==> src/hw/xlate_pkg.sv <==
`default_nettype none

package xlate_pkg;

  localparam int eva_width_gp      = 32;  // core virtual byte address
  localparam int x_cord_width_gp   = 6;
  localparam int y_cord_width_gp   = 5;
  localparam int epa_width_gp      = 28;  // endpoint word address
  localparam int tag_width_gp      = 4;   // order check tag
  localparam int epa_word_width_gp = 16;  // word addr field of global / tile-group EVA

  // one incoming translation request
  typedef struct packed {
    logic [eva_width_gp-1:0] eva;
    logic [tag_width_gp-1:0] tag;
  } eva_req_s;

  // translated network physical address
  typedef struct packed {
    logic [x_cord_width_gp-1:0] x_cord;
    logic [y_cord_width_gp-1:0] y_cord;
    logic [epa_width_gp-1:0]    epa;
    logic [tag_width_gp-1:0]    tag;
    logic                       invalid;  // EVA hit no class
  } npa_s;

  // mesh view of an EVA, msb first
  typedef struct packed {
    logic [2:0]                   class_bits;
    logic [y_cord_width_gp-1:0]   y_cord;
    logic [x_cord_width_gp-1:0]   x_cord;
    logic [epa_word_width_gp-1:0] addr;
    logic [1:0]                   byte_off;
  } mesh_addr_s;

  // output of one mapper
  typedef struct packed {
    logic [x_cord_width_gp-1:0] x_cord;
    logic [y_cord_width_gp-1:0] y_cord;
    logic [epa_width_gp-1:0]    epa;
  } mapped_s;

  // class rules, mutually exclusive by construction
  function automatic logic is_dram_class(logic [eva_width_gp-1:0] eva);
    return eva[eva_width_gp-1];  // 1xx
  endfunction

  function automatic logic is_global_class(logic [eva_width_gp-1:0] eva);
    return eva[eva_width_gp-1 -: 2] == 2'b01;  // 01x
  endfunction

  function automatic logic is_tile_group_class(logic [eva_width_gp-1:0] eva);
    return eva[eva_width_gp-1 -: 3] == 3'b001;  // 001
  endfunction

endpackage

`default_nettype wire
==> src/hw/xlate_top.sv <==
`timescale 1ns/1ps
`default_nettype none

module xlate_top #(
  parameter int num_tiles_x_p  = 4,
  parameter int num_tiles_y_p  = 4,
  parameter int block_words_p  = 8,
  parameter int vcache_words_p = 512,
  parameter int in_credits_p   = 4,   // sender credits, also buffer depth
  parameter int out_credits_p  = 2
) (
  input  wire logic                                  clk_i,
  input  wire logic                                  arst_n_i,
  input  wire logic                                  req_v_i,
  input  xlate_pkg::eva_req_s                        req_i,
  input  wire logic                                  dram_enable_i,  // quasi-static
  input  wire logic [xlate_pkg::x_cord_width_gp-1:0] tgo_x_i,
  input  wire logic [xlate_pkg::y_cord_width_gp-1:0] tgo_y_i,
  input  wire logic                                  credit_i,
  output logic                                       credit_o,
  output logic                                       npa_v_o,
  output xlate_pkg::npa_s                            npa_o
);

  logic                head_v;
  xlate_pkg::eva_req_s head;
  logic                pop;
  xlate_pkg::mapped_s  dram_res, mesh_res;
  logic                is_dram, is_global, is_tile_group;

  // request buffer, one entry per upstream credit
  xlate_req_buffer #(
    .depth_p (in_credits_p)
  ) u_req_buffer (
    .clk_i    (clk_i),
    .arst_n_i (arst_n_i),
    .push_i   (req_v_i),
    .data_i   (req_i),
    .pop_i    (pop),
    .valid_o  (head_v),
    .data_o   (head),
    .credit_o (credit_o)
  );

  // both decoders look at the head in parallel
  xlate_dram_map #(
    .num_tiles_x_p  (num_tiles_x_p),
    .num_tiles_y_p  (num_tiles_y_p),
    .block_words_p  (block_words_p),
    .vcache_words_p (vcache_words_p)
  ) u_dram_map (
    .eva_i         (head.eva),
    .dram_enable_i (dram_enable_i),
    .res_o         (dram_res)
  );

  xlate_mesh_decode u_mesh_decode (
    .eva_i           (head.eva),
    .tgo_x_i         (tgo_x_i),
    .tgo_y_i         (tgo_y_i),
    .res_o           (mesh_res),
    .is_dram_o       (is_dram),
    .is_global_o     (is_global),
    .is_tile_group_o (is_tile_group)
  );

  xlate_npa_merge #(
    .out_credits_p (out_credits_p)
  ) u_npa_merge (
    .clk_i           (clk_i),
    .arst_n_i        (arst_n_i),
    .head_v_i        (head_v),
    .head_tag_i      (head.tag),
    .dram_res_i      (dram_res),
    .mesh_res_i      (mesh_res),
    .is_dram_i       (is_dram),
    .is_global_i     (is_global),
    .is_tile_group_i (is_tile_group),
    .credit_i        (credit_i),
    .pop_o           (pop),
    .npa_v_o         (npa_v_o),
    .npa_o           (npa_o)
  );

endmodule

`default_nettype wire

==> src/hw/xlate_npa_merge.sv <==
`timescale 1ns/1ps
`default_nettype none

module xlate_npa_merge #(
  parameter int out_credits_p = 2
) (
  input  wire logic                              clk_i,
  input  wire logic                              arst_n_i,
  input  wire logic                              head_v_i,
  input  wire logic [xlate_pkg::tag_width_gp-1:0] head_tag_i,
  input  xlate_pkg::mapped_s                     dram_res_i,
  input  xlate_pkg::mapped_s                     mesh_res_i,
  input  wire logic                              is_dram_i,
  input  wire logic                              is_global_i,
  input  wire logic                              is_tile_group_i,
  input  wire logic                              credit_i,   // one credit back from receiver
  output logic                                   pop_o,
  output logic                                   npa_v_o,
  output xlate_pkg::npa_s                        npa_o
);

  localparam int cnt_w_lp = $clog2(out_credits_p + 1);

  logic [cnt_w_lp-1:0] credits_r;  // downstream credits held
  xlate_pkg::npa_s     npa_d;
  logic                npa_v_r;

  assign pop_o = head_v_i & (credits_r != '0);

  // pick result by class
  always_comb begin
    npa_d.tag     = head_tag_i;
    npa_d.invalid = 1'b0;
    if (is_dram_i) begin
      npa_d.x_cord = dram_res_i.x_cord;
      npa_d.y_cord = dram_res_i.y_cord;
      npa_d.epa    = dram_res_i.epa;
    end else if (is_global_i || is_tile_group_i) begin
      npa_d.x_cord = mesh_res_i.x_cord;
      npa_d.y_cord = mesh_res_i.y_cord;
      npa_d.epa    = mesh_res_i.epa;
    end else begin
      npa_d.x_cord  = '0;  // no class
      npa_d.y_cord  = '0;
      npa_d.epa     = '0;
      npa_d.invalid = 1'b1;
    end
  end

  always_ff @(posedge clk_i) begin
    if (pop_o) npa_o <= npa_d;  // hold last NPA otherwise
  end

  always_ff @(posedge clk_i or negedge arst_n_i) begin
    if (!arst_n_i) begin
      npa_v_r   <= 1'b0;
      credits_r <= cnt_w_lp'(out_credits_p);  // full at reset
    end else begin
      npa_v_r <= pop_o;
      if (pop_o && !credit_i)      credits_r <= credits_r - 1'b1;
      else if (!pop_o && credit_i) credits_r <= credits_r + 1'b1;
    end
  end

  assign npa_v_o = npa_v_r;

endmodule

`default_nettype wire

==> src/hw/xlate_mesh_decode.sv <==
`timescale 1ns/1ps
`default_nettype none

module xlate_mesh_decode (
  input  wire logic [xlate_pkg::eva_width_gp-1:0]    eva_i,
  input  wire logic [xlate_pkg::x_cord_width_gp-1:0] tgo_x_i,  // tile-group origin
  input  wire logic [xlate_pkg::y_cord_width_gp-1:0] tgo_y_i,
  output xlate_pkg::mapped_s                         res_o,
  output logic                                       is_dram_o,
  output logic                                       is_global_o,
  output logic                                       is_tile_group_o
);

  xlate_pkg::mesh_addr_s view;  // field view of the EVA

  assign view = eva_i;

  // classify
  assign is_dram_o       = xlate_pkg::is_dram_class(eva_i);
  assign is_global_o     = xlate_pkg::is_global_class(eva_i);
  assign is_tile_group_o = xlate_pkg::is_tile_group_class(eva_i);

  always_comb begin
    res_o.x_cord = '0;
    res_o.y_cord = '0;
    res_o.epa    = xlate_pkg::epa_width_gp'(view.addr);  // word addr, same for both

    if (is_global_o) begin
      // coordinates are absolute
      res_o.x_cord = view.x_cord;
      res_o.y_cord = view.y_cord;
    end else if (is_tile_group_o) begin
      // relative to origin, wraps at coordinate width
      res_o.x_cord = xlate_pkg::x_cord_width_gp'(view.x_cord + tgo_x_i);
      res_o.y_cord = xlate_pkg::y_cord_width_gp'(view.y_cord + tgo_y_i);
    end else begin
      res_o.epa = '0;  // dram or invalid, merge ignores this side
    end
  end

endmodule

`default_nettype wire

==> src/hw/xlate_dram_map.sv <==
`timescale 1ns/1ps
`default_nettype none

module xlate_dram_map #(
  parameter int num_tiles_x_p  = 4,
  parameter int num_tiles_y_p  = 4,
  parameter int block_words_p  = 8,    // vcache block size in words
  parameter int vcache_words_p = 512   // vcache capacity in words
) (
  input  wire logic [xlate_pkg::eva_width_gp-1:0] eva_i,
  input  wire logic                               dram_enable_i,
  output xlate_pkg::mapped_s                      res_o
);

  localparam int word_off_w_lp = $clog2(block_words_p);
  localparam int lg_vcache_lp  = $clog2(vcache_words_p);
  localparam int banks_lp      = 2 * num_tiles_x_p;  // top row plus bottom row
  localparam int lg_banks_lp   = $clog2(banks_lp);
  // bits 30 down to 2 + word offset
  localparam int block_w_lp    = xlate_pkg::eva_width_gp - 3 - word_off_w_lp;
  localparam int set_w_lp      = block_w_lp - lg_banks_lp;
  // block-memory y select sits right above the x field
  localparam int bm_ysel_lp    = 2 + lg_vcache_lp + xlate_pkg::x_cord_width_gp;

  logic [block_w_lp-1:0]    block_num;
  logic [word_off_w_lp-1:0] word_off;
  logic [lg_banks_lp-1:0]   bank;
  logic [set_w_lp-1:0]      set_idx;

  assign block_num = eva_i[2+word_off_w_lp +: block_w_lp];
  assign word_off  = eva_i[2 +: word_off_w_lp];
  assign bank      = lg_banks_lp'(block_num % banks_lp);  // pow2 so just low bits
  assign set_idx   = set_w_lp'(block_num / banks_lp);

  always_comb begin
    if (dram_enable_i) begin
      // striped across the vcache banks, one block per bank
      res_o.x_cord = xlate_pkg::x_cord_width_gp'(bank % num_tiles_x_p);
      res_o.y_cord = bank[lg_banks_lp-1]
        ? xlate_pkg::y_cord_width_gp'(num_tiles_y_p + 1)  // south vcache row
        : '0;                                             // north vcache row
      res_o.epa    = xlate_pkg::epa_width_gp'({set_idx, word_off});
    end else if (eva_i[30]) begin
      // host memory behind the io tile
      res_o.x_cord = '0;
      res_o.y_cord = xlate_pkg::y_cord_width_gp'(1);
      res_o.epa    = {1'b1, eva_i[28:2]};
    end else begin
      // block memory, no striping
      res_o.x_cord = eva_i[2+lg_vcache_lp +: xlate_pkg::x_cord_width_gp];
      res_o.y_cord = eva_i[bm_ysel_lp]
        ? xlate_pkg::y_cord_width_gp'(num_tiles_y_p + 1)
        : '0;
      res_o.epa    = xlate_pkg::epa_width_gp'(eva_i[2 +: lg_vcache_lp]);
    end
  end

endmodule

`default_nettype wire

==> src/hw/xlate_req_buffer.sv <==
`timescale 1ns/1ps
`default_nettype none

module xlate_req_buffer #(
  parameter int depth_p = 4  // matches upstream credit count
) (
  input  wire logic               clk_i,
  input  wire logic               arst_n_i,
  input  wire logic               push_i,
  input  xlate_pkg::eva_req_s     data_i,
  input  wire logic               pop_i,
  output logic                    valid_o,
  output xlate_pkg::eva_req_s     data_o,
  output logic                    credit_o   // one pulse per dequeued entry
);

  localparam int ptr_w_lp = (depth_p > 1) ? $clog2(depth_p) : 1;
  localparam int cnt_w_lp = $clog2(depth_p + 1);

  xlate_pkg::eva_req_s mem [depth_p];  // entry storage

  logic [ptr_w_lp-1:0] wr_ptr_r, rd_ptr_r;
  logic [cnt_w_lp-1:0] count_r;
  logic                credit_r;

  // circular increment, depth need not be a power of two
  function automatic logic [ptr_w_lp-1:0] ptr_next(logic [ptr_w_lp-1:0] p);
    return (p == ptr_w_lp'(depth_p - 1)) ? '0 : p + 1'b1;
  endfunction

  always_ff @(posedge clk_i) begin
    if (push_i) mem[wr_ptr_r] <= data_i;  // payload only
  end

  always_ff @(posedge clk_i or negedge arst_n_i) begin
    if (!arst_n_i) begin
      wr_ptr_r <= '0;
      rd_ptr_r <= '0;
      count_r  <= '0;
      credit_r <= 1'b0;
    end else begin
      if (push_i) wr_ptr_r <= ptr_next(wr_ptr_r);
      if (pop_i)  rd_ptr_r <= ptr_next(rd_ptr_r);
      // simultaneous push and pop leaves count alone
      if (push_i && !pop_i)      count_r <= count_r + 1'b1;
      else if (!push_i && pop_i) count_r <= count_r - 1'b1;
      credit_r <= pop_i;  // credit back the cycle after pop
    end
  end

  assign valid_o  = (count_r != '0);
  assign data_o   = mem[rd_ptr_r];  // head, read combinationally
  assign credit_o = credit_r;

endmodule

`default_nettype wire

==> config.mk <==
export PLATFORM = sky130hd
export DESIGN_NAME = xlate_top
export DESIGN_NICKNAME = d
export VERILOG_FILES = /design/src/hw/xlate_pkg.sv /design/src/hw/xlate_top.sv /design/src/hw/xlate_npa_merge.sv /design/src/hw/xlate_mesh_decode.sv /design/src/hw/xlate_dram_map.sv /design/src/hw/xlate_req_buffer.sv
export SDC_FILE = /design/constraint.sdc
export NUM_CORES = 1
export LEC_CHECK = 0
export CORE_MARGIN = 5
export CORE_UTILIZATION = 52
export CTS_BUF_LIST = sky130_fd_sc_hd__clkbuf_4 sky130_fd_sc_hd__clkbuf_8
export DETAILED_ROUTE_END_ITERATION = 10
export DONT_BUFFER_PORTS = 1
export PLACE_DENSITY_LB_ADDON = 0.05
export SYNTH_ARGS = -nofsm -noshare
export SYNTH_HDL_FRONTEND = slang
export SYNTH_SLANG_ARGS = --single-unit
==> constraint.sdc <==
create_clock -name clk_i -period 3.2 [get_ports clk_i]
set_input_delay 0.32 -clock clk_i [delete_from_list [all_inputs] [get_ports clk_i]]
set_output_delay 0.32 -clock clk_i [all_outputs]
set_load 0.03 [all_outputs]
# == Word-level counts from Yosys, hierarchy flattened ==
# Memories as Yosys holds them, arrays and structs flattened.
# Cells that the tools add are included.
# classes
reduce_logical,12
bitwise_logic,1
muxes,19
addsub,8
n_eq_ne,4
# op_table
op,n
$mux W39,4
$mux W28,1
$mux W11,2
$mux W16,1
$mux W3,4
$mux W2,4
$add A2 B1 Y2 const B,3
$add A6 B6 Y6,1
$reduce_bool A2 Y1,3
$add A5 B5 Y5,1
$eq A2 B2 Y1 const B,2
$logic_and A1 B1 Y1,4
$add A3 B1 Y3 const B,1
$eq A3 B1 Y1 const B,1
$logic_not A1 Y1,3
$mux W1,3
$reduce_bool A3 Y1,1
$sub A3 B1 Y3 const B,1
$eq A2 B1 Y1 const B,1
$sub A2 B1 Y2 const B,1
$and A1 B1 Y1,1
$logic_or A1 B1 Y1,1
# word_totals
output_inout_bits,46
inputBits,52
ramBits,144
memories,1
register_bits,54
# mem_list
name,words,word_bits,read_ports,rd_ports_with_merged_regs,wr,line,source
u_req_buffer.mem,4,36,1,0,1,xlate_req_buffer.sv:20,xlate_pkg::eva_req_s mem [depth_p];

# == Depth between registers and ports, before layout ==
# Gate-level depths: netlist of run 1.
# depth
depth_word,6
depth_mapped,11
mapped_depth_nobuf,9

# == Modules after synthesis ==
# A second synthesis of run 1 with hierarchy kept.
# unflattened
cells_unflattened,544
hier_area_um2,8752.1
# by_module_without_submodules
module,instances,seq_area_each_um2,area_per_inst_um2,cells_each
xlate_req_buffer,1,4524.3,5639.2,225
xlate_npa_merge,1,1397.6,2054.5,187
xlate_mesh_decode,1,0.0,661.9,84
xlate_dram_map,1,0.0,396.6,48

# == Worst setup path before layout of run 1 ==
# No wires, ideal clock.
# synth_path
kind,register to register
startpoint,reg u_req_buffer.rd_ptr_r[0]
endpoint,"reg, netlist name u_npa_merge.npa_o[37]"
arrival_ns,2.310
setup_time_ns,0.263
stages_incl_launch_ff,12
t_required_ns,2.937
slack_ns,0.628
synth_period_minus_slack_ns,2.572
cell_sequence,dfrtp_1 > buf_6 > buf_4 > mux4_2 > ha_1 > inv_1 > fa_1 > nand2b_1 > a21oi_1 > xor2_1 > xnor2_1 > o21ai_0
# synth_between
elab_chain_cells,6
word_cells_on_any_way,9
cone_classes,1 x add/sub; 2 x eq/ne; 4 x mux; 1 x reduce/logical; 1 x memory
# synth_lines
element,line,source
from (decl),xlate_req_buffer.sv:22,"logic [ptr_w_lp-1:0] wr_ptr_r, rd_ptr_r;"
from (signal assigned),xlate_req_buffer.sv:43,if (pop_i) rd_ptr_r <= ptr_next(rd_ptr_r);
$mem_v2 Z4 W36 *,-,
$add A5 B5 Y5 / $eq A3 B1 Y1 (equally long branches),"xlate_mesh_decode.sv:35, xlate_pkg.sv:53",
$mux W11,xlate_mesh_decode.sv:32,end else if (is_tile_group_o) begin
$mux W11,xlate_mesh_decode.sv:28,if (is_global_o) begin
$mux W39,xlate_npa_merge.sv:38,end else if (is_global_i || is_tile_group_i) begin
$mux W39 *,xlate_npa_merge.sv:34,if (is_dram_i) begin
# Mark *: on every way between the ends. The rest lies on a longest branch, timed or not.
# A chain may end at the register's enable or synchronous reset.

# == Final worst setup path of run 1 ==
# layout_path
startpoint,reg u_req_buffer.rd_ptr_r[0]
endpoint,"reg, netlist name u_npa_merge.npa_o[37]"
# layout_between
elab_chain_cells,6
word_cells_on_any_way,9
cone_classes,1 x add/sub; 2 x eq/ne; 4 x mux; 1 x reduce/logical; 1 x memory
# layout_lines
element,line
$mem_v2 Z4 W36 *,-
$add A5 B5 Y5 / $eq A3 B1 Y1 (equally long branches),"xlate_mesh_decode.sv:35, xlate_pkg.sv:53"
$mux W11,xlate_mesh_decode.sv:32
$mux W11,xlate_mesh_decode.sv:28
$mux W39,xlate_npa_merge.sv:38
$mux W39 *,xlate_npa_merge.sv:34
# Marks and branches as above.

==> flow_summary_export.csv, run 1 <==
group,metric,value,unit
sta,rsz0062_at_grt,"false",
sta,period_needed,2.67,ns
clock_network,path_clk_slew,0.09,ns
setup_path,cp_slowest_stage_delay,0.61,ns
pwr,cellLeakagePower,2.96,nW
clock_network,clkLatencyLatePin,0.45,ns
setup_path,worstPathArrival,2.86,ns
clock_network,tritoncts_num_sinks,190,
cells_and_area,antennaDiodeCount,0,
sta,finalHoldViolations,0,
die,die_area,17200,um^2
sta,slew_violations,0,
placement,placed_cells,579,
placement,gpl.final_weighted_congestion,0.762,
yosys,synth_cell_types,37,
run,cap_viol_max_count,0,
setup_path,critical_path.cell_chain,"buf_4 > mux4_2 > ha_1 > nor2_1 > a21oi_1 > xor2_1 > xnor2_1 > o21ai_0",
die,chipWidth,131,um
yosys,synthCells,402,
drt,dr.first_iter.drc_count,302,
setup_path,worstPathRequired,3.39,ns
yosys,yosys-top-cells-area,"sky130_fd_sc_hd__edfxtp_1 71%, sky130_fd_sc_hd__mux4_2 10%, sky130_fd_sc_hd__dfrtp_1 2.9%",
placement,buffer_ports.inserted,0,
sta,fmax,375,MHz
yosys,synth_nets,473,
cells_and_area,mostFrequentLayoutCells,"180 x sky130_fd_sc_hd__edfxtp_1, 36 x sky130_fd_sc_hd__dlygate4sd3_1, 34 x sky130_fd_sc_hd__mux4_2",
drt,antenna_violating_nets_post_route,0,
setup_path,cpLargestDelayFamily,"flip-flops",
global_route,grt_use_total,0.174,
die,floorplan.io_pins,98,
yosys,mappedNetlistArea,7640,um^2
yosys,yosysSeqAreaShare,0.740,
sta,timing.final.crit_share,0.834,
cells_and_area,final_util,0.592,
cells_and_area,layout.cells.most_common,"sky130_fd_sc_hd__edfxtp_1",
die,placement_rows,44,
yosys,post-synth-top-area-fraction,0.708,
cells_and_area,instances_no_fill,647,
clock_network,cts_bufs_inserted,17,
drt,first_pass_iters,5,
setup_path,timing.critical_path.fanout_max,11,
sta,final.setup_skew,0.0102,ns
sta,timing_worst_slew_pin_value,0.987,ns
global_route,top_usage_layer,"met2",
pwr,power_per_cell_area,1010,nW/um^2
global_route,grt_max_degree,47,
global_route,groute.layer.met3.usage,0.0505,
sta,setup_tns,0,ns
clock_network,cts_max_path_buffers,2,
setup_path,crit_buf_inv,1,
run_status,status,"complete, no violations",
yosys,syn_warnings,0,
die,initial_utilization,0.528,
global_route,antenna_found_initial,0,
setup_path,worst_setup_path_start_kind,"flop",
drt,detail_route.wirelength,14500,um
clock_network,ctsRootBufferMaster,"sky130_fd_sc_hd__clkbuf_8",
sta,worst_hold_slack,0.0796,ns
clock_network,h-tree-depth,4,
global_route,grtUsageMet2,0.284,
clock_network,tritoncts_clock_tree,"done",
global_route,routing_usage_on_met1,0.227,
yosys,yosysTopAreaCell,"sky130_fd_sc_hd__edfxtp_1",
drt,ratio_of_routed_vias_to_standard_cells,5.75,
die,fp.dieH,131,um
yosys,post_synth.cell_area_avg,19.0,um^2
setup_path,critical_path.endpoint_type,"flop",
yosys,ffs_latches_synth,190,
pwr,fin_total_pwr,0.00865,W
pwr,ir_worst_vdd,0.735,mV
setup_path,cp_slowest_cell,"sky130_fd_sc_hd__dfrtp_2",
global_route,global_route_total_overflow,0,
setup_path,path_class,"flop to flop",
sta,relative_slew_margins,0.342,
cells_and_area,drive_above_1_share,0.179,
drt,routed_wire_length_per_instance,22.4,um
placement,dpl.hpwl,9380,um
sta,finalSetupViolCount,0,
drt,routed-via-count,3718,
global_route,grt_pass1_vias,4019,
drt,drc,0,
cells_and_area,syn_to_final_growth,12.2,%
min_path,class_of_the_most_critical_hold_timing_path,"input pin to flop",
clock_network,number_of_setup_buffers_added_after_cts,0,
global_route,first_pass_grt_wire_length,22700,um
die,design.core.area,14500,um^2
cells_and_area,num-nets-final,521,
[cells by family (layout without fill, tap and decap cells)]
kind of cell    Yosys count  in the layout  share of synthesized area
fa+ha+maj                19             19                     0.0341
compound gates           59             59                     0.0532
mux                      35             35                      0.102
buf+inv                  31             92                     0.0211
flops                   190            190                      0.740
xor+xnor                 14             14                     0.0161
simple gates             54             54                     0.0334
[state kept, by name (all words and copies together), names as in the netlist]
signal                 cells
u_npa_merge.credits_r      2
u_npa_merge.npa_o         44
u_npa_merge.npa_v_o        1
u_req_buffer.count_r       3
u_req_buffer.mem         136
u_req_buffer.rd_ptr_r      2
u_req_buffer.wr_ptr_r      2
[layout make-up]
cell class / instances / area [um^2]
fillers: 1096 / 5910
flip-flops and latches: 190 / 5660
well taps: 184 / 230
multi-input cells: 181 / 1830
inverters: 16 / 60.1
clock inverters: 13 / 115
clock buffers: 19 / 249
repair buffers: 44 / 433
[Yosys cell counts]
cell type,number
sky130_fd_sc_hd__inv_1,16
sky130_fd_sc_hd__mux4_2,34
sky130_fd_sc_hd__ha_1,16
sky130_fd_sc_hd__nor2_2,1
sky130_fd_sc_hd__buf_6,4
sky130_fd_sc_hd__a21oi_1,9
sky130_fd_sc_hd__xor2_1,7
sky130_fd_sc_hd__nor2_1,10
sky130_fd_sc_hd__a21o_1,4
sky130_fd_sc_hd__edfxtp_1,180
sky130_fd_sc_hd__o31ai_1,1
sky130_fd_sc_hd__a22oi_1,4
sky130_fd_sc_hd__o32ai_1,1
sky130_fd_sc_hd__and2_1,9
sky130_fd_sc_hd__fa_1,3
sky130_fd_sc_hd__dfrtp_1,9
sky130_fd_sc_hd__nand3b_1,1
sky130_fd_sc_hd__o22ai_2,1
sky130_fd_sc_hd__dfstp_2,1
sky130_fd_sc_hd__xnor2_1,7
sky130_fd_sc_hd__o21ai_1,4
sky130_fd_sc_hd__nor3b_1,3
sky130_fd_sc_hd__o21ai_0,14
sky130_fd_sc_hd__a22o_1,16
sky130_fd_sc_hd__o221ai_1,1
sky130_fd_sc_hd__buf_4,2
sky130_fd_sc_hd__nand2b_1,2
sky130_fd_sc_hd__a211oi_1,1
sky130_fd_sc_hd__and2_4,1
sky130_fd_sc_hd__a222oi_1,1
sky130_fd_sc_hd__nor3_1,2
sky130_fd_sc_hd__nand2_1,25
sky130_fd_sc_hd__buf_2,6
sky130_fd_sc_hd__mux2_2,1
sky130_fd_sc_hd__o21bai_1,1
sky130_fd_sc_hd__clkbuf_1,3
sky130_fd_sc_hd__a32oi_1,1
[path summary, 6_finish.rpt]
path | from | to | slack (ns) | cells past startpoint
setup / recovery | u_req_buffer.rd_ptr_r[0] | u_npa_merge.npa_o[37] | 0.53 | 8
hold / removal | dram_enable_i | u_npa_merge.npa_o[30] | 0.08 | 2
setup reg to reg | u_req_buffer.rd_ptr_r[0] | u_npa_merge.npa_o[37] | 0.53 | 8
hold reg to reg | u_req_buffer.count_r[2] | u_req_buffer.count_r[2] | 0.48 | 1
max in group asynchronous | arst_n_i | u_npa_merge.credits_r[1] | 2.62 | 1
min in group asynchronous | arst_n_i | u_req_buffer.count_r[0] | 0.24 | 1
[power breakdown]
part	internal [W]	leakage, nW	total [W]	switching, W
logic	0.00112	0.949	0.00267	0.00155
registers	0.00365	1.82	0.00451	0.000864
clock network	0.000638	0.188	0.00146	0.000823
total	0.00541	2.96	0.00865	0.00324
[metrics by stage]
step / setup WS (ns) / instance area (um^2)
finish: 0.531 / 8570
global placement: 0.541 / 7850
global route: 0.328 / 8570
CTS: 0.499 / 8570
floorplan: 0.628 / 7640
detailed placement: 0.516 / 7850
[timing repair]
item                                   in CTS  in global routing
hold buffers                               36                  0
endpoints found under the hold margin     148                  0
setup endpoints to repair                   0                  0
resized for setup                           0                  0
[per-layer routing]
metal | share of wire | vias to the layer above
li1 | - | 1684
met1 | 0.43 | 1919
met2 | 0.51 | 101
met3 | 0.049 | 14
met4 | 0.014 | 0
met5 | 0 | -
Note: power is estimated with default switching activity, not from simulation.
==> run 2: changes to the inputs <==
==> constraint.sdc (replaced) <==
create_clock -name clk_i -period 2.27 [get_ports clk_i]
set_input_delay 0.227 -clock clk_i [delete_from_list [all_inputs] [get_ports clk_i]]
set_output_delay 0.227 -clock clk_i [all_outputs]
set_load 0.03 [all_outputs]
==> run 2 against run 1 <==
Compared with the run above:
- the flow now finishes with violations (setup timing)
- first-iteration DRC count shrank 10%
- worst setup slack got worse by 0.65 ns
- global-route usage increased by 0.60 points
- hold slack got worse by 0.029 ns
- register-to-register slack lost 0.65 ns
- sequential cell count did not move
- clock power rose by 58%
- largest power group unchanged
- count of clock-buffer cells in the layout fell by 2
- routed wire length rose by 4.3%
- power rose by 56%
- combinational power is 82% higher
- clock skew up 0.0072 ns
==> flow_summary_export.csv, run 2 (synthesis results as in run 1) <==
group,metric,value,unit
die,floorplan.io_pins,98,
sta,timing_worst_slew_pin_value,0.537,ns
drt,routed-via-count,3915,
clock_network,clkLatencyLatePin,0.46,ns
drt,routed_wire_length_per_instance,21.8,um
pwr,p_int,0.00855,W
min_path,class_of_the_most_critical_hold_timing_path,"input pin to flop",
global_route,grt_use_total,0.180,
placement,gpl.final_weighted_congestion,0.846,
run,cap_viol_max_count,0,
min_path,worstHoldStart,"dram_enable_i",
cells_and_area,top_regs,"u_req_buffer.mem (136), u_npa_merge.npa_o (44), u_req_buffer.count_r (3)",
cells_and_area,regArea,5660,um^2
cells_and_area,drive_above_1_share,0.305,
setup_path,reg2reg_from,"u_req_buffer.rd_ptr_r[0]",
sta,worst_hold_slack,0.0506,ns
global_route,antenna_found_initial,0,
die,design.core.area,14500,um^2
pwr,sequentialPowerShare,0.468,
pwr,power_per_cell_area,1470,nW/um^2
sta,finalSetupViolCount,4,
cells_and_area,final.fill_count,1021,
sta,period_needed,2.39,ns
setup_path,ff2ff_setup_slack,-0.12,ns
min_path,min_path_cells,2,
sta,timing.final.crit_share,1.05,
placement,placed_cells,620,
setup_path,worst_setup_path_start_kind,"flop",
pwr,ir_worst_vdd,0.804,mV
cells_and_area,mostFrequentLayoutCells,"180 x sky130_fd_sc_hd__edfxtp_1, 45 x sky130_fd_sc_hd__buf_4, 37 x sky130_fd_sc_hd__dlygate4sd3_1",
cells_and_area,syn_to_final_growth,20.3,%
min_path,hold_path_end,"u_npa_merge.npa_o[35]",
setup_path,path_class,"flop to flop",
drt,dr.max_layer_used,"met4",
cells_and_area,largest_register_ff_count,136,
die,initial_utilization,0.528,
setup_path,crit_buf_inv,2,
placement,dp_worst_setup_slack,-0.249,ns
die,placement_rows,44,
drt,ratio_of_routed_vias_to_standard_cells,5.66,
die,chipWidth,131,um
drt,wl_met1,6460,um
clock_network,h-tree-depth,4,
setup_path,critical_path.endpoint_type,"flop",
setup_path,worstPathRequired,2.49,ns
sta,final.setup_skew,0.0174,ns
global_route,global_route_total_overflow,0,
setup_path,timing.critical_path.fanout_max,8,
global_route,grt_max_degree,34,
drt,first_pass_iters,4,
sta,post-route-worst-setup-slack,-0.121,ns
cells_and_area,num-nets-final,566,
placement,dpl.hpwl,10400,um
setup_path,reg2reg_depth,10,
sta,slew_violations,0,
drt,met3WireLength,828,um
run_status,violated_checks,"setup timing",
pwr,total_switching_power,0.00492,W
drt,antenna_violating_nets_post_route,0,
run_status,status,"finished with violations",
sta,rsz0062_at_grt,"true",
clock_network,cts_max_path_buffers,2,
cells_and_area,antennaDiodeCount,0,
pwr,power_frac_comb,0.362,
clock_network,cts_bufs_inserted,17,
pwr,p_sw_frac,0.365,
setup_path,cp_slowest_stage_delay,0.44,ns
setup_path,cpLargestDelayFamily,"adder cells",
cells_and_area,layout.cells.most_common,"sky130_fd_sc_hd__edfxtp_1",
clock_network,ctsRootBufferMaster,"sky130_fd_sc_hd__clkbuf_8",
clock_network,path_clk_slew,0.09,ns
cells_and_area,instances_no_fill,692,
cells_and_area,final_util,0.635,
drt,dr.first_iter.drc_count,271,
cells_and_area,largest-register,"u_req_buffer.mem",
global_route,grt_pass1_vias,4125,
sta,finalHoldViolations,0,
setup_path,regToRegEndpoint,"u_npa_merge.npa_o[37]",
global_route,first_pass_grt_wire_length,23600,um
setup_path,cp_slowest_cell,"sky130_fd_sc_hd__dfrtp_2",
clock_network,tritoncts_num_sinks,190,
sta,fmax,418,MHz
setup_path,worstPathArrival,2.61,ns
sta,relative_slew_margins,0.642,
drt,detail_route.wirelength,15100,um
pwr,cellLeakagePower,3.22,nW
die,fp.dieH,131,um
placement,buffer_ports.inserted,0,
clock_network,tritoncts_clock_tree,"done",
drt,drc,0,
cells_and_area,multi_input_area,1980,um^2
pwr,p_clk_frac,0.171,
setup_path,critical_path.cell_chain,"buf_12 > mux4_2 > ha_4 > inv_2 > fa_2 > nand2b_4 > a21oi_2 > xor2_1 > xnor2_1 > o21ai_1",
drt,wl_met2,7560,um
die,die_area,17200,um^2
## run 2: cell count changes in the layout (fill, tap and decap cells not counted), sizes merged
cell	previous run	this run
inv	20	19
clkinv	7	4
bufinv	1	3
buf	8	52
dlygate4sd3	36	37
clkinvlp	1	5
clkbuf	19	17
## run 2: power groups by stage
stage,logic (W),clock network [W],registers (W)
floorplan,0.00307,0,0.00626
global placement,0.00450,0,0.00639
detailed placement,0.00459,0,0.00643
CTS,0.00480,0.00236,0.00632
global route,0.00533,0.00251,0.00639
finish,0.00487,0.00230,0.00630
## run 2: worst max path at each step
stage                             startpoint               endpoint  slack (ns)  cells after the start
floorplan           u_req_buffer.rd_ptr_r[0]  u_npa_merge.npa_o[37]       -0.16                     11
global placement    u_req_buffer.rd_ptr_r[0]  u_npa_merge.npa_o[43]       -0.20                      8
detailed placement  u_req_buffer.rd_ptr_r[0]  u_npa_merge.npa_o[43]       -0.25                      8
CTS                 u_req_buffer.rd_ptr_r[0]  u_npa_merge.npa_o[37]       -0.13                     10
global route        u_req_buffer.rd_ptr_r[0]  u_npa_merge.npa_o[37]       -0.20                     10
finish              u_req_buffer.rd_ptr_r[0]  u_npa_merge.npa_o[37]       -0.12                     10
## run 2: area by class of cell
type | instances | share of cell area
clock inverters | 15 | 0.0202
inverters | 16 | 0.00695
repair buffers | 89 | 0.0908
clock buffers | 17 | 0.0255
multi-input cells | 181 | 0.216
flip-flops and latches | 190 | 0.616
well taps | 184 | 0.0251
## run 2: per-stage QoR
stage | total power, W | TNS [ns] | instance area (um^2)
after floorplan | 0.00933 | -0.422 | 7760
after global placement | 0.0109 | -1.41 | 8300
after detailed placement | 0.0110 | -1.96 | 8300
after CTS | 0.0135 | -0.258 | 9120
after global routing | 0.0142 | -0.611 | 9190
final | 0.0135 | -0.258 | 9190
## run 2: routing by layer
metal / vias to the layer above / global-route usage
li1: 1774 / -
met1: 2005 / 0.242
met2: 117 / 0.283
met3: 19 / 0.0493
met4: 0 / 0.0676
met5: - / 0
## run 2: what timing repair did
action | 4_1_cts | 5_1_grt
endpoints found under the setup margin | 37 | 36
pin swaps | 2 | 1
endpoints found under the hold margin | 149 | 0
buffers inserted | 1 | 2
hold buffers | 37 | 0
resized for setup | 6 | 15
cloned | 0 | 0
==> run 3: changes to the inputs <==
--- a/config.mk
+++ b/config.mk
@@ -11,6 +11,7 @@
 export DETAILED_ROUTE_END_ITERATION = 10
 export DONT_BUFFER_PORTS = 1
 export PLACE_DENSITY_LB_ADDON = 0.05
+export SKIP_LAST_GASP = 1
 export SYNTH_ARGS = -nofsm -noshare
 export SYNTH_HDL_FRONTEND = slang
 export SYNTH_SLANG_ARGS = --single-unit
==> run 3 against run 2 <==
Compared with the run above:
- the run still ends with setup timing left
- combinational power about the same
- clock power barely moved
- final cell count did not move
- via count grew 0.79%
- register-to-register slack barely moved
- power hardly changed
- critical path depth stayed put
- count of clock-buffer cells in the layout is the same
- clock skew about the same
- critical path type unchanged
- highest routed layer unchanged
==> flow_summary_export.csv, run 3 (synthesis results as in run 1) <==
group,metric,value,unit
pwr,power_per_cell_area,1470,nW/um^2
setup_path,critical_path.endpoint_type,"flop",
die,chipWidth,131,um
global_route,first_pass_grt_wire_length,23600,um
sta,rsz0062_at_grt,"true",
sta,period_needed,2.39,ns
setup_path,reg2reg_depth,10,
setup_path,timing.critical_path.fanout_max,8,
clock_network,clkLatencyLatePin,0.46,ns
setup_path,path_class,"flop to flop",
placement,gpl.final_weighted_congestion,0.846,
cells_and_area,drive_above_1_share,0.303,
pwr,ir_worst_vdd,0.807,mV
sta,finalSetupViolCount,4,
sta,timing_worst_slew_pin_value,0.537,ns
cells_and_area,final_util,0.634,
die,design.core.area,14500,um^2
cells_and_area,mostFrequentLayoutCells,"180 x sky130_fd_sc_hd__edfxtp_1, 45 x sky130_fd_sc_hd__buf_4, 37 x sky130_fd_sc_hd__dlygate4sd3_1",
setup_path,worst_setup_path_start_kind,"flop",
die,initial_utilization,0.528,
drt,first_pass_iters,5,
cells_and_area,num-nets-final,566,
sta,timing.final.crit_share,1.05,
drt,routed-via-count,3946,
setup_path,crit_buf_inv,2,
placement,buffer_ports.inserted,0,
setup_path,cp_slowest_cell,"sky130_fd_sc_hd__dfrtp_2",
die,fp.dieH,131,um
run_status,violated_checks,"setup timing",
setup_path,cpLargestDelayFamily,"adder cells",
sta,final.setup_skew,0.0179,ns
sta,relative_slew_margins,0.642,
setup_path,worstPathArrival,2.61,ns
min_path,class_of_the_most_critical_hold_timing_path,"input pin to flop",
global_route,global_route_total_overflow,0,
global_route,antenna_found_initial,0,
sta,post-route-worst-setup-slack,-0.123,ns
setup_path,critical_path.cell_chain,"buf_12 > mux4_2 > ha_4 > inv_2 > fa_2 > nand2b_4 > a21oi_2 > xor2_1 > xnor2_1 > o21ai_1",
drt,drc,0,
global_route,grt_pass1_vias,4125,
cells_and_area,top_regs,"u_req_buffer.mem (136), u_npa_merge.npa_o (44), u_req_buffer.count_r (3)",
sta,slew_violations,0,
cells_and_area,layout.cells.most_common,"sky130_fd_sc_hd__edfxtp_1",
clock_network,cts_bufs_inserted,17,
cells_and_area,largest_register_ff_count,136,
min_path,min_path_cells,1,
setup_path,worstPathRequired,2.49,ns
pwr,cellLeakagePower,3.22,nW
clock_network,cts_max_path_buffers,2,
clock_network,tritoncts_clock_tree,"done",
global_route,grt_use_total,0.180,
setup_path,cp_slowest_stage_delay,0.44,ns
placement,dpl.hpwl,10400,um
clock_network,tritoncts_num_sinks,190,
clock_network,ctsRootBufferMaster,"sky130_fd_sc_hd__clkbuf_8",
drt,routed_wire_length_per_instance,21.9,um
cells_and_area,antennaDiodeCount,0,
sta,worst_hold_slack,0.0525,ns
run_status,status,"finished with violations",
die,placement_rows,44,
run,cap_viol_max_count,0,
die,die_area,17200,um^2
die,floorplan.io_pins,98,
sta,finalHoldViolations,0,
setup_path,worst-path-stages,10,
sta,fmax,418,MHz
clock_network,h-tree-depth,4,
cells_and_area,syn_to_final_growth,20.2,%
drt,ratio_of_routed_vias_to_standard_cells,5.70,
drt,antenna_violating_nets_post_route,0,
clock_network,path_clk_slew,0.09,ns
drt,detail_route.wirelength,15100,um
global_route,grt_max_degree,34,
cells_and_area,largest-register,"u_req_buffer.mem",
drt,dr.first_iter.drc_count,275,
[run 3: cell types whose count changed in the layout (fill, tap and decap cells not counted)]
cell	delta
sky130_fd_sc_hd__inv_2	-1
sky130_fd_sc_hd__o21ai_0	+1
sky130_fd_sc_hd__o21ai_1	-1
sky130_fd_sc_hd__and2_4	-1
sky130_fd_sc_hd__and2_2	+1
sky130_fd_sc_hd__inv_1	+1
[run 3: final timing paths]
kind | from | to | slack, ns
setup / recovery | u_req_buffer.rd_ptr_r[0] | u_npa_merge.npa_o[37] | -0.12
hold / removal | dram_enable_i | u_npa_merge.npa_o[32] | 0.05
setup reg to reg | u_req_buffer.rd_ptr_r[0] | u_npa_merge.npa_o[37] | -0.12
hold reg to reg | u_req_buffer.count_r[2] | u_req_buffer.count_r[2] | 0.55
max in group asynchronous | arst_n_i | u_req_buffer.rd_ptr_r[0] | 1.72
min in group asynchronous | arst_n_i | u_req_buffer.rd_ptr_r[1] | 0.17
[run 3: worst register-to-register path: stages, from the launching register on]
cell and delay (ns):
sky130_fd_sc_hd__dfrtp_2 0.44, sky130_fd_sc_hd__buf_12 0.15, sky130_fd_sc_hd__mux4_2 0.38, sky130_fd_sc_hd__ha_4 0.14, sky130_fd_sc_hd__inv_2 0.03, sky130_fd_sc_hd__fa_2 0.34
sky130_fd_sc_hd__nand2b_4 0.16, sky130_fd_sc_hd__a21oi_2 0.13, sky130_fd_sc_hd__xor2_1 0.19, sky130_fd_sc_hd__xnor2_1 0.14, sky130_fd_sc_hd__o21ai_1 0.07
[run 3: layout make-up]
type	count	area, um^2
inverters	16	63.8
flip-flops and latches	190	5660
clock buffers	17	234
well taps	184	230
clock inverters	15	185
multi-input cells	181	1980
repair buffers	89	835
fillers	1021	5290
[run 3: per-stage QoR]
stage	cell area, um^2	instances	power, W	setup TNS, ns	setup slack, ns
global placement	8300	620	0.0109	-1.41	-0.196
finish	9190	692	0.0135	-0.255	-0.123
CTS	9120	690	0.0135	-0.258	-0.129
floorplan	7760	402	0.00933	-0.422	-0.162
global route	9190	692	0.0142	-0.664	-0.200
detailed placement	8300	620	0.0110	-1.96	-0.249
[run 3: layer usage]
layer,vias to the layer above,wire [um],GRT usage
met5,-,0,0
met4,0,223,0.0676
met3,19,733,0.0493
met2,128,7600,0.283
met1,2024,6580,0.242
li1,1775,-,-
[run 3: power breakdown]
group / switching (W) / total, W / internal [W]
Sequential: 0.00117 / 0.00630 / 0.00513
Clock: 0.00120 / 0.00230 / 0.00110
Combinational: 0.00256 / 0.00486 / 0.00231
[run 3: repair_timing]
item	CTS	global route
endpoints found under the setup margin	37	36
resized for setup	6	12
hold buffers	37	0
pin swaps	2	1
buffers inserted	1	2
hold endpoints to repair	149	0
